[config.mk]
export PLATFORM = sky130hd
export DESIGN_NAME = array_drive_top
export DESIGN_NICKNAME = d
export VERILOG_FILES = /design/src/array_drive_pkg.sv /design/src/time_counter.sv /design/src/drive_table.sv /design/src/phase_silencer.sv /design/src/pwm_bank.sv /design/src/array_drive_top.sv
export SDC_FILE = /design/constraint.sdc
export NUM_CORES = 1
export LEC_CHECK = 0
export BUFFER_PORTS_ARGS = -buffer_cell sky130_fd_sc_hd__buf_2
export CAP_MARGIN = 10
export CORE_ASPECT_RATIO = 0.9
export CORE_UTILIZATION = 53
export DETAILED_ROUTE_END_ITERATION = 8
export GPL_TIMING_DRIVEN = 0
export PLACE_DENSITY = 0.73
export SLEW_MARGIN = 20
export SYNTH_ARGS = -nofsm -noshare
export SYNTH_HDL_FRONTEND = slang
export SYNTH_SLANG_ARGS = --single-unit
[constraint.sdc]
create_clock -name CLK -period 6.45 [get_ports CLK]
set_clock_uncertainty 0.15 [all_clocks]
set_input_delay 0.9675 -clock CLK [delete_from_list [all_inputs] [get_ports CLK]]
set_output_delay 0.9675 -clock CLK [all_outputs]
set_load 0.02 [all_outputs]
[src/array_drive_pkg.sv]
/*
 * Array drive package.
 * Widths, value types and stream structs shared along the drive path.
 */
`default_nettype none

package array_drive_pkg;

  localparam int CNT_W  = 9;  // carrier period is 2**CNT_W clocks.
  localparam int CHAN_W = 8;  // up to 256 channels.

  typedef logic [CNT_W-1:0]  cnt_t;
  typedef logic [CNT_W-1:0]  duty_t;   // pulse width in ticks.
  typedef logic [CNT_W-1:0]  phase_t;  // pulse centre in ticks.
  typedef logic [CHAN_W-1:0] chan_t;

  typedef struct packed {
    duty_t  duty;
    phase_t phase;
  } drive_s;

  // host write request.
  typedef struct packed {
    chan_t  chan;
    drive_s drive;
  } host_wr_s;

  // one channel moving down the table to PWM pipeline.
  typedef struct packed {
    chan_t  chan;
    drive_s drive;
  } stream_s;

  typedef enum logic {
    TBL_IDLE,
    TBL_STREAM
  } table_state_e;

endpackage

`default_nettype wire

[src/time_counter.sv]
/*
 * Carrier time base.
 * Free-running period counter with a start-of-period strobe
 * and a registered half-period marker.
 */
`timescale 1ns/1ns
`default_nettype none

module time_counter #(
  parameter int WIDTH = 9
) (
  input  logic                  CLK,
  input  logic                  rst_n,
  output array_drive_pkg::cnt_t time_cnt,
  output logic                  period_start,
  output logic                  period_mark
);

  localparam array_drive_pkg::cnt_t HALF = array_drive_pkg::cnt_t'(2 ** (WIDTH - 1));

  if (WIDTH != array_drive_pkg::CNT_W) begin : gen_width_check
    $error("time_counter: WIDTH must match the package counter width");
  end

  always_ff @(posedge CLK) begin
    if (!rst_n) begin
      time_cnt <= '0;
    end else begin
      time_cnt <= time_cnt + 1'b1;  // wraps at the period end.
    end
  end

  assign period_start = (time_cnt == '0);

  always_ff @(posedge CLK) begin
    if (!rst_n) begin
      period_mark <= 1'b0;
    end else begin
      period_mark <= (time_cnt < HALF);  // same timing as pwm_out.
    end
  end

  // the marker rises one cycle after each strobe.
  assert property (@(posedge CLK) disable iff (!rst_n)
    period_start |=> $rose(period_mark));

endmodule

`default_nettype wire

[src/drive_table.sv]
/*
 * Drive table.
 * Host-written duty/phase memory, one entry per channel. At each
 * period start all channels stream out in order, one per cycle.
 */
`timescale 1ns/1ns
`default_nettype none

module drive_table #(
  parameter int DEPTH = 8
) (
  input  logic                      CLK,
  input  logic                      rst_n,
  input  logic                      wr_valid,
  input  array_drive_pkg::host_wr_s wr,
  output logic                      wr_ready,
  input  logic                      period_start,
  output logic                      tbl_valid,
  output array_drive_pkg::stream_s  tbl
);

  localparam int IDX_W = (DEPTH > 1) ? $clog2(DEPTH) : 1;

  array_drive_pkg::drive_s       mem [DEPTH];
  array_drive_pkg::table_state_e state;
  array_drive_pkg::chan_t        rd_ptr;
  logic                          wr_fire;

  assign wr_ready = (state == array_drive_pkg::TBL_IDLE);  // single port memory.
  assign wr_fire  = wr_valid && wr_ready;

  always_ff @(posedge CLK) begin
    if (!rst_n) begin
      for (int i = 0; i < DEPTH; i++) begin
        mem[i] <= '0;
      end
    end else if (wr_fire && (int'(wr.chan) < DEPTH)) begin
      mem[wr.chan[IDX_W-1:0]] <= wr.drive;  // out of range writes drop.
    end
  end

  always_ff @(posedge CLK) begin
    if (!rst_n) begin
      state  <= array_drive_pkg::TBL_IDLE;
      rd_ptr <= '0;
    end else begin
      case (state)
        array_drive_pkg::TBL_IDLE: begin
          if (period_start) begin
            state  <= array_drive_pkg::TBL_STREAM;
            rd_ptr <= '0;
          end
        end
        array_drive_pkg::TBL_STREAM: begin
          if (rd_ptr == array_drive_pkg::chan_t'(DEPTH - 1)) begin
            state <= array_drive_pkg::TBL_IDLE;
          end else begin
            rd_ptr <= rd_ptr + 1'b1;
          end
        end
        default: state <= array_drive_pkg::TBL_IDLE;
      endcase
    end
  end

  assign tbl_valid  = (state == array_drive_pkg::TBL_STREAM);
  assign tbl.chan   = rd_ptr;
  assign tbl.drive  = mem[rd_ptr[IDX_W-1:0]];

  // the host window only closes right after a period start.
  assert property (@(posedge CLK) disable iff (!rst_n)
    $fell(wr_ready) |-> $past(period_start));

  assert property (@(posedge CLK) disable iff (!rst_n)
    tbl_valid |-> (int'(tbl.chan) < DEPTH));

endmodule

`default_nettype wire

[src/phase_silencer.sv]
/*
 * Phase silencer.
 * Limits how far each channel's duty and phase move per update.
 * Phase moves the short way round the carrier circle.
 */
`timescale 1ns/1ns
`default_nettype none

module phase_silencer #(
  parameter int DEPTH = 8
) (
  input  logic                     CLK,
  input  logic                     rst_n,
  input  array_drive_pkg::duty_t   step,
  input  logic                     tbl_valid,
  input  array_drive_pkg::stream_s tbl,
  output logic                     sil_valid,
  output array_drive_pkg::stream_s sil
);

  localparam int IDX_W = (DEPTH > 1) ? $clog2(DEPTH) : 1;
  localparam array_drive_pkg::phase_t HALF =
    array_drive_pkg::phase_t'(2 ** (array_drive_pkg::CNT_W - 1));

  array_drive_pkg::drive_s cur_mem [DEPTH];
  array_drive_pkg::drive_s cur;
  array_drive_pkg::drive_s tgt;
  array_drive_pkg::drive_s nxt;
  array_drive_pkg::phase_t ph_fwd;
  array_drive_pkg::phase_t ph_back;
  array_drive_pkg::phase_t ph_step;

  always_comb begin
    cur     = cur_mem[tbl.chan[IDX_W-1:0]];
    tgt     = tbl.drive;
    nxt     = tgt;
    ph_step = array_drive_pkg::phase_t'(step);
    ph_fwd  = tgt.phase - cur.phase;  // modulo the period.
    ph_back = cur.phase - tgt.phase;

    if (tgt.duty > cur.duty) begin
      if (tgt.duty - cur.duty > step) nxt.duty = cur.duty + step;
    end else if (cur.duty - tgt.duty > step) begin
      nxt.duty = cur.duty - step;
    end

    // a tie at half a circle goes upward.
    if (ph_fwd <= HALF) begin
      if (ph_fwd > ph_step) nxt.phase = cur.phase + ph_step;
    end else if (ph_back > ph_step) begin
      nxt.phase = cur.phase - ph_step;
    end
  end

  always_ff @(posedge CLK) begin
    if (!rst_n) begin
      for (int i = 0; i < DEPTH; i++) begin
        cur_mem[i] <= '0;
      end
    end else if (tbl_valid) begin
      cur_mem[tbl.chan[IDX_W-1:0]] <= nxt;
    end
  end

  always_ff @(posedge CLK) begin
    if (!rst_n) begin
      sil_valid <= 1'b0;
    end else begin
      sil_valid <= tbl_valid;
    end
  end

  always_ff @(posedge CLK) begin
    sil.chan  <= tbl.chan;
    sil.drive <= nxt;
  end

endmodule

`default_nettype wire

[src/pwm_bank.sv]
/*
 * PWM bank.
 * Shadow and active drive registers per channel and one
 * centred-pulse comparator per output pin.
 */
`timescale 1ns/1ns
`default_nettype none

module pwm_bank #(
  parameter int DEPTH = 8
) (
  input  logic                     CLK,
  input  logic                     rst_n,
  input  array_drive_pkg::cnt_t    time_cnt,
  input  logic                     period_start,
  input  logic                     sil_valid,
  input  array_drive_pkg::stream_s sil,
  output logic                     pwm_out [DEPTH]
);

  localparam int IDX_W = (DEPTH > 1) ? $clog2(DEPTH) : 1;

  array_drive_pkg::drive_s shadow  [DEPTH];
  array_drive_pkg::drive_s active  [DEPTH];
  array_drive_pkg::drive_s act_nxt [DEPTH];
  array_drive_pkg::cnt_t   rise    [DEPTH];
  array_drive_pkg::cnt_t   offs    [DEPTH];

  always_ff @(posedge CLK) begin
    if (!rst_n) begin
      for (int i = 0; i < DEPTH; i++) begin
        shadow[i] <= '0;
      end
    end else if (sil_valid) begin
      shadow[sil.chan[IDX_W-1:0]] <= sil.drive;
    end
  end

  // new values already apply to count zero of the period.
  always_comb begin
    for (int i = 0; i < DEPTH; i++) begin
      act_nxt[i] = period_start ? shadow[i] : active[i];
      rise[i]    = act_nxt[i].phase - (act_nxt[i].duty >> 1);
      offs[i]    = time_cnt - rise[i];
    end
  end

  always_ff @(posedge CLK) begin
    if (!rst_n) begin
      for (int i = 0; i < DEPTH; i++) begin
        active[i]  <= '0;
        pwm_out[i] <= 1'b0;
      end
    end else begin
      for (int i = 0; i < DEPTH; i++) begin
        active[i]  <= act_nxt[i];
        pwm_out[i] <= (offs[i] < act_nxt[i].duty);  // zero duty never fires.
      end
    end
  end

  // streaming has to finish inside the period it started in.
  assert property (@(posedge CLK) disable iff (!rst_n)
    !(sil_valid && period_start));

endmodule

`default_nettype wire

[src/array_drive_top.sv]
/*
 * Phased-array drive path.
 * Time base, host drive table, slew silencer and PWM output bank.
 */
`timescale 1ns/1ns
`default_nettype none

module array_drive_top #(
  parameter int WIDTH = 9,
  parameter int DEPTH = 8
) (
  input  logic                      CLK,
  input  logic                      rst_n,
  input  logic                      wr_valid,
  input  array_drive_pkg::host_wr_s wr,
  output logic                      wr_ready,
  input  array_drive_pkg::duty_t    step,
  output logic                      pwm_out [DEPTH],
  output logic                      period_mark
);

  array_drive_pkg::cnt_t    time_cnt;
  logic                     period_start;
  logic                     tbl_valid;
  array_drive_pkg::stream_s tbl;
  logic                     sil_valid;
  array_drive_pkg::stream_s sil;

  time_counter #(
    .WIDTH(WIDTH)
  ) u_time_counter (
    .CLK          (CLK),
    .rst_n        (rst_n),
    .time_cnt     (time_cnt),
    .period_start (period_start),
    .period_mark  (period_mark)
  );

  drive_table #(
    .DEPTH(DEPTH)
  ) u_drive_table (
    .CLK          (CLK),
    .rst_n        (rst_n),
    .wr_valid     (wr_valid),
    .wr           (wr),
    .wr_ready     (wr_ready),
    .period_start (period_start),
    .tbl_valid    (tbl_valid),
    .tbl          (tbl)
  );

  phase_silencer #(
    .DEPTH(DEPTH)
  ) u_phase_silencer (
    .CLK       (CLK),
    .rst_n     (rst_n),
    .step      (step),
    .tbl_valid (tbl_valid),
    .tbl       (tbl),
    .sil_valid (sil_valid),
    .sil       (sil)
  );

  pwm_bank #(
    .DEPTH(DEPTH)
  ) u_pwm_bank (
    .CLK          (CLK),
    .rst_n        (rst_n),
    .time_cnt     (time_cnt),
    .period_start (period_start),
    .sil_valid    (sil_valid),
    .sil          (sil),
    .pwm_out      (pwm_out)
  );

endmodule

`default_nettype wire

# Yosys cells after proc, flatten, opt, wreduce, memory -nomap -nowiden
# Memory sizes are Yosys's and may differ from the RTL's. A register that Yosys moved wholly into a read port is not among the register bits.
# Index checks and enable logic that the tools add are counted.
[word_totals]
wordCells = 133
memories = 4
input_bits = 38
ram_bits = 576
ff_bits = 49
[memory_table]
columns = ["memory", "depth", "width", "read_ports", "rd_clocked_by_memory_dff", "wr", "line", "text"]
rows = [
  ["u_drive_table.mem", 8, 18, 1, 1, 8, "drive_table.sv:24", "array_drive_pkg::drive_s mem [DEPTH];"],
  ["u_phase_silencer.cur_mem", 8, 18, 1, 1, 8, "phase_silencer.sv:25", "array_drive_pkg::drive_s cur_mem [DEPTH];"],
  ["u_pwm_bank.active", 8, 18, 8, 0, 8, "pwm_bank.sv:24", "array_drive_pkg::drive_s active [DEPTH];"],
  ["u_pwm_bank.shadow", 8, 18, 8, 0, 8, "pwm_bank.sv:23", "array_drive_pkg::drive_s shadow [DEPTH];"],
]
[op_classes]
n_mux = 52
reduce_logical = 7
add_sub_neg = 26
n_lt_le_gt_ge = 16
n_bitwise = 9
n_eq_ne = 3
[ops]
columns = ["cell", "n"]
rows = [
  ["$mux 18", 19],
  ["$sub 9x9->9", 14],
  ["$lt 9x9->1", 8],
  ["$sub 9x8->9", 8],
  ["$mux 9", 6],
  ["$reduce_or 18->1", 3],
  ["$gt 9x9->1", 5],
  ["$mux 3", 7],
  ["$add 9x9->9", 2],
  ["$mux 1", 16],
  ["$mux 8", 2],
  ["$pmux 8 s2", 1],
  ["$add 9x1->9 const B", 1],
  ["$le 9x9->1 const B", 1],
  ["$logic_not 9->1", 1],
  ["$lt 9x9->1 const B", 1],
  ["$add 8x1->8 const B", 1],
  ["$eq 8x3->1 const B", 1],
  ["$lt 8x4->1 const B", 1],
  ["$or 1x1->1", 8],
  ["$logic_and 1x1->1", 2],
  ["$ne 2x1->1 const B", 1],
  ["$ne 2x2->1 const B", 1],
  ["$pmux 1 s2", 1],
  ["other kinds (2)", 2],
]

# Depth between registers and ports, before layout
[logic_depth]
ltp_word = 8
ltp_mapped = 26
depth_no_buf = 22

# Modules after synthesis
# From an unflattened synthesis, not the netlist that was laid out.
[unflattened]
cells_unflattened = 3007
hier_area_um2 = 35102.4
[modules_own_cells]
columns = ["module", "cells_per_inst", "area_each_um2", "instances"]
rows = [
  ["pwm_bank", 1511, 17002.6, 1],
  ["phase_silencer", 1009, 10557.6, 1],
  ["drive_table", 442, 7111.8, 1],
  ["time_counter", 45, 430.4, 1],
]

# Worst setup path before layout
# Ideal clock, no wire load.
[synth_path]
path_kind = "register to register"
start = "register with a tool-made name"
end = "memory u_phase_silencer.cur_mem[0][4] (netlist name) (data pin)"
path_buffers = 6
t_arrival_ns = 5.594
period_less_slack_ns = 6.025
stages_incl_launch_ff = 25
path_slack_ns = 0.425
path_cell_list = "dfxtp_1 > buf_4 > buf_2 > buf_2 > buf_2 > mux4_2 > mux2i_1 > inv_1 > ha_1 > buf_6 > a21o_1 > a21oi_2 > nor3b_1 > a211oi_4 > xor2_4 > inv_6 > ha_1 > nand2_1 > a21oi_1 > o21ai_0 > a21oi_1 > buf_1 > nand2_1 > o221ai_2 > a21oi_1"
[synth_lines]
columns = ["item", "line"]
rows = [
  ["end, declared", "phase_silencer.sv:25"],
]

==> impl_metrics.py <==
metrics = {
    "final_layout": {
        "fill_cells": 5052,
        "multi_input_area_um2": 16600,
        "nets": 3397,
        "final_area_um2": 38820,
        "syn2layout_area_growth_pct": 12.29,
        "instances_no_fill": 3961,
        "ff_latch_area_um2": 16900,
        "final_util_pct": 60.37,
        "drive_above_1_share_pct": 13.86,
    },
    "logic_synthesis": {
        "ys_async_sr_fraction_pct": 0,
        "synthCells": 2911,
        "synth_area_per_cell_um2": 11.88,
        "ys_ff_latch": 628,
        "synth_edf_count": 432,
        "ys_warn_count": 0,
        "syn-cell-area_um2": 34570,
        "syn-num-nets": 3260,
        "seq_area_frac_synth_pct": 48.88,
        "synth_cell_types": 78,
        "synth-main-ff-cell": "edfxtp_1",
    },
    "critical_path": {
        "crit_arrival_ps": 6300,
        "start_kind": "register",
        "crit_required_ps": 6640,
        "worst-setup-path-type": "reg2reg",
        "reg2reg_depth": 21,
        "crit_path_end_kind": "register",
        "cp_max_fo": 10,
    },
    "global_routing": {
        "grt_max_degree": 19,
        "first_global_vias": 23497,
        "grt.overflow.total": 0,
        "grt.busiest_layer": "met2",
        "antenna_found_initial": 4,
        "grt_pass1_wl_um": 135300,
        "grtUsageTotal_pct": 26.92,
        "grt_util_met3_pct": 3.731,
        "grtUsageMet1_pct": 35.08,
        "grtUsageMet2_pct": 45.64,
    },
    "timing": {
        "rsz0062_at_grt": "false",
        "tightest_slew_ps": 1183,
        "slew_violations": 0,
        "final-hold-violation-count": 0,
        "setup_ws_ps": 339.4,
        "slew_headroom_pct": 21.12,
        "setup_viol": 0,
        "clock.fmax_mhz": 163.7,
        "min_period_ps": 6111,
        "period_share_pct": 94.74,
    },
    "clock_network": {
        "cts_tree": "done",
        "clock-root-buffer": "clkbuf_16",
        "clk_latency_ps": 620,
        "clk_pin_slew_worst_paths_ps": 60,
        "cts-buffers-inserted": 67,
        "clock-sinks": 628,
        "clockBufferDepth": 3,
        "cts.htree.levels": 3,
    },
    "drt": {
        "routed_wl_um": 88290,
        "drt_iter0_markers": 1987,
        "wire_per_inst_um": 22.29,
        "drtAntennaViolNets": 0,
        "drc": 0,
        "drt_first_pass_iters": 5,
        "viasPerCell": 5.745,
        "vias": 22755,
    },
    "power": {
        "peakVddDrop_v": 0.0002933,
        "powerDensity_nw_per_um2": 361.6,
        "power.leakage_nw": 16.07,
        "finalPower_mw": 14.04,
    },
    "floorplanning": {
        "die_width_um": 271.2,
        "dieArea_um2": 66250,
        "ios": 48,
        "placementRows": 88,
        "coreArea_um2": 64300,
        "initial_utilization_pct": 53.76,
        "die_y_um": 244.3,
    },
    "run": {
        "maxCapViolCount": 0,
    },
    "placement": {
        "routabilityCongestion": 0.9035,
        "io_buffers": 47,
        "post-place-ws_ps": -1625,
        "place_inst": 3824,
        "hpwlAfterDp_um": 62040,
        "place_area_um2": 36170,
    },
    "min_path": {
        "hold_path_depth": 0,
        "hp-class": "reg2reg",
    },
    "run_status": {
        "outcome": "completed",
    },
}
synthesized netlist by cell type, drive strengths merged, types with 4 or more instances:
cell     count  area [um^2]
mux2        61        686.9
o31ai        5        56.30
o21bai      25        187.7
o31a         5        43.79
o211ai       4        30.03
o21a        11        82.58
a21oi      180        912.1
o2111ai      6        65.06
o21ai       74        385.4
clkbuf      71        266.5
ha         239         2990
and3         4        25.02
o311a        8        80.08
xor2        43        395.4
mux2i      140         1409
inv        235        887.1
nand3       17        85.08
a31oi        4        25.02
nor2       208        780.8
mux4        74         1667
a21o        40        300.3
nor4         6        37.54
nand2       85        319.1
a211oi      10        87.58
nor3        61        345.3
and2       349         2183
xnor2       89        779.5
nand4       17        106.4
buf         46        244.0
edfxtp     432        12970
fa          72         1441
nand2b      28        175.2
o221ai       7        105.1
dfxtp      196         3924
nor2b       19        118.9
kinds of logic after synthesis:
kind of cell	count (synthesis)	share of synthesized area (%)
mux	275	10.88
simple gates	812	12.49
flops	628	48.88
xor+xnor	132	3.399
fa+ha+maj	311	12.82
buf+inv	352	4.043
compound gates	401	7.489
layer usage:
layer / vias to the layer above / routed length, um
li1: 10536 / -
met5: - / 16
met4: 2 / 3550
met3: 172 / 5342
met1: 11238 / 36400
met2: 807 / 42990
path summary, 6_finish.rpt:
path	slack [ps]	end	start
max reg2reg	340	u_phase_silencer.cur_mem[4][16]$_SDFFCE_PN0P_	register
max	340	u_phase_silencer.cur_mem[4][16]$_SDFFCE_PN0P_	register
min	200	u_phase_silencer.sil[20]$_DFF_P_	u_drive_table.rd_ptr[2]$_SDFFE_PN0P_
min reg2reg	200	u_phase_silencer.sil[20]$_DFF_P_	u_drive_table.rd_ptr[2]$_SDFFE_PN0P_
flip-flops by register name (all words and copies together) (netlist names), named ones only:
signal,count
u_phase_silencer.cur_mem,144
u_time_counter.period_mark,1
u_phase_silencer.sil,21
u_pwm_bank.pwm_out,8
u_drive_table.mem,144
u_phase_silencer.sil_valid,1
u_pwm_bank.shadow,144
u_drive_table.tbl_valid,1
u_drive_table.rd_ptr,8
u_time_counter.time_cnt,9
u_pwm_bank.active,144
final cells by class:
cell class / instances / share of cell area (%)
Sequential cell: 628 / 43.54
Multi-Input combinational cell: 1931 / 42.77
Clock buffer: 89 / 4.635
Tap cell: 855 / 2.756
Inverter: 235 / 2.295
Buffer: 113 / 1.457
Timing Repair Buffer: 72 / 1.405
Clock inverter: 35 / 1.122
Antenna cell: 3 / 0.01934
report_power, final:
group          switching (mW)  internal (mW)  total, mW  leakage (nW)
combinational            3.02           2.10       5.12          8.92
clock                    1.66           2.28       3.95          1.09
sequential              0.398           4.58       4.97          6.07
critical path: stages (launching register included):
cell,delay [ps]
dfxtp_1,310
clkbuf_4,240
buf_1,600
mux4_2,410
mux2i_1,610
ha_1,350
buf_2,170
a21o_1,210
a21oi_2,230
o21bai_1,90
a21oi_1,190
xnor2_1,100
ha_1,300
and2_1,200
nand2_1,70
a2bb2oi_1,150
a31o_2,290
clkbuf_2,240
or4_1,560
o221ai_2,80
buf_4,190
nor2_1,60
cell usage in the layout (no fill, tap or decap), types with 8 or more instances in the layout:
| cell | instances |
|---|---|
| edfxtp_1 | 432 |
| nor2b_1 | 19 |
| mux2i_4 | 10 |
| nand3_1 | 15 |
| inv_1 | 233 |
| o21a_1 | 11 |
| xnor2_1 | 89 |
| a211oi_1 | 9 |
| buf_2 | 67 |
| nand2_1 | 85 |
| fa_1 | 72 |
| and2_1 | 349 |
| mux2_2 | 61 |
| nand2b_1 | 26 |
| dfxtp_1 | 194 |
| a21o_1 | 40 |
| nor2_1 | 207 |
| mux4_2 | 74 |
| nor3_1 | 49 |
| nand4_1 | 17 |
| o21ai_2 | 8 |
| ha_1 | 239 |
| buf_6 | 10 |
| clkinv_2 | 10 |
| o21bai_1 | 25 |
| clkbuf_16 | 67 |
| a21oi_1 | 174 |
| nor3_2 | 12 |
| o21ai_0 | 59 |
| xor2_1 | 42 |
| clkbuf_1 | 81 |
| mux2i_1 | 125 |
| o311a_1 | 8 |
| buf_4 | 22 |
metrics by stage:
stage	TNS [ps]	hold WS, ps
finish	0	202.4
global route	0	211.4
CTS	0	201.3
detailed placement	-207010	189.0
global placement	-193120	187.3
floorplan	0	179.0
what timing repair did:
item,CTS,global route
pin swaps,1,3
resized for setup,48,30
hold buffers,0,0
endpoints found under the setup margin,170,170
setup buffers,6,8
Power figures use the tool's default switching activity.
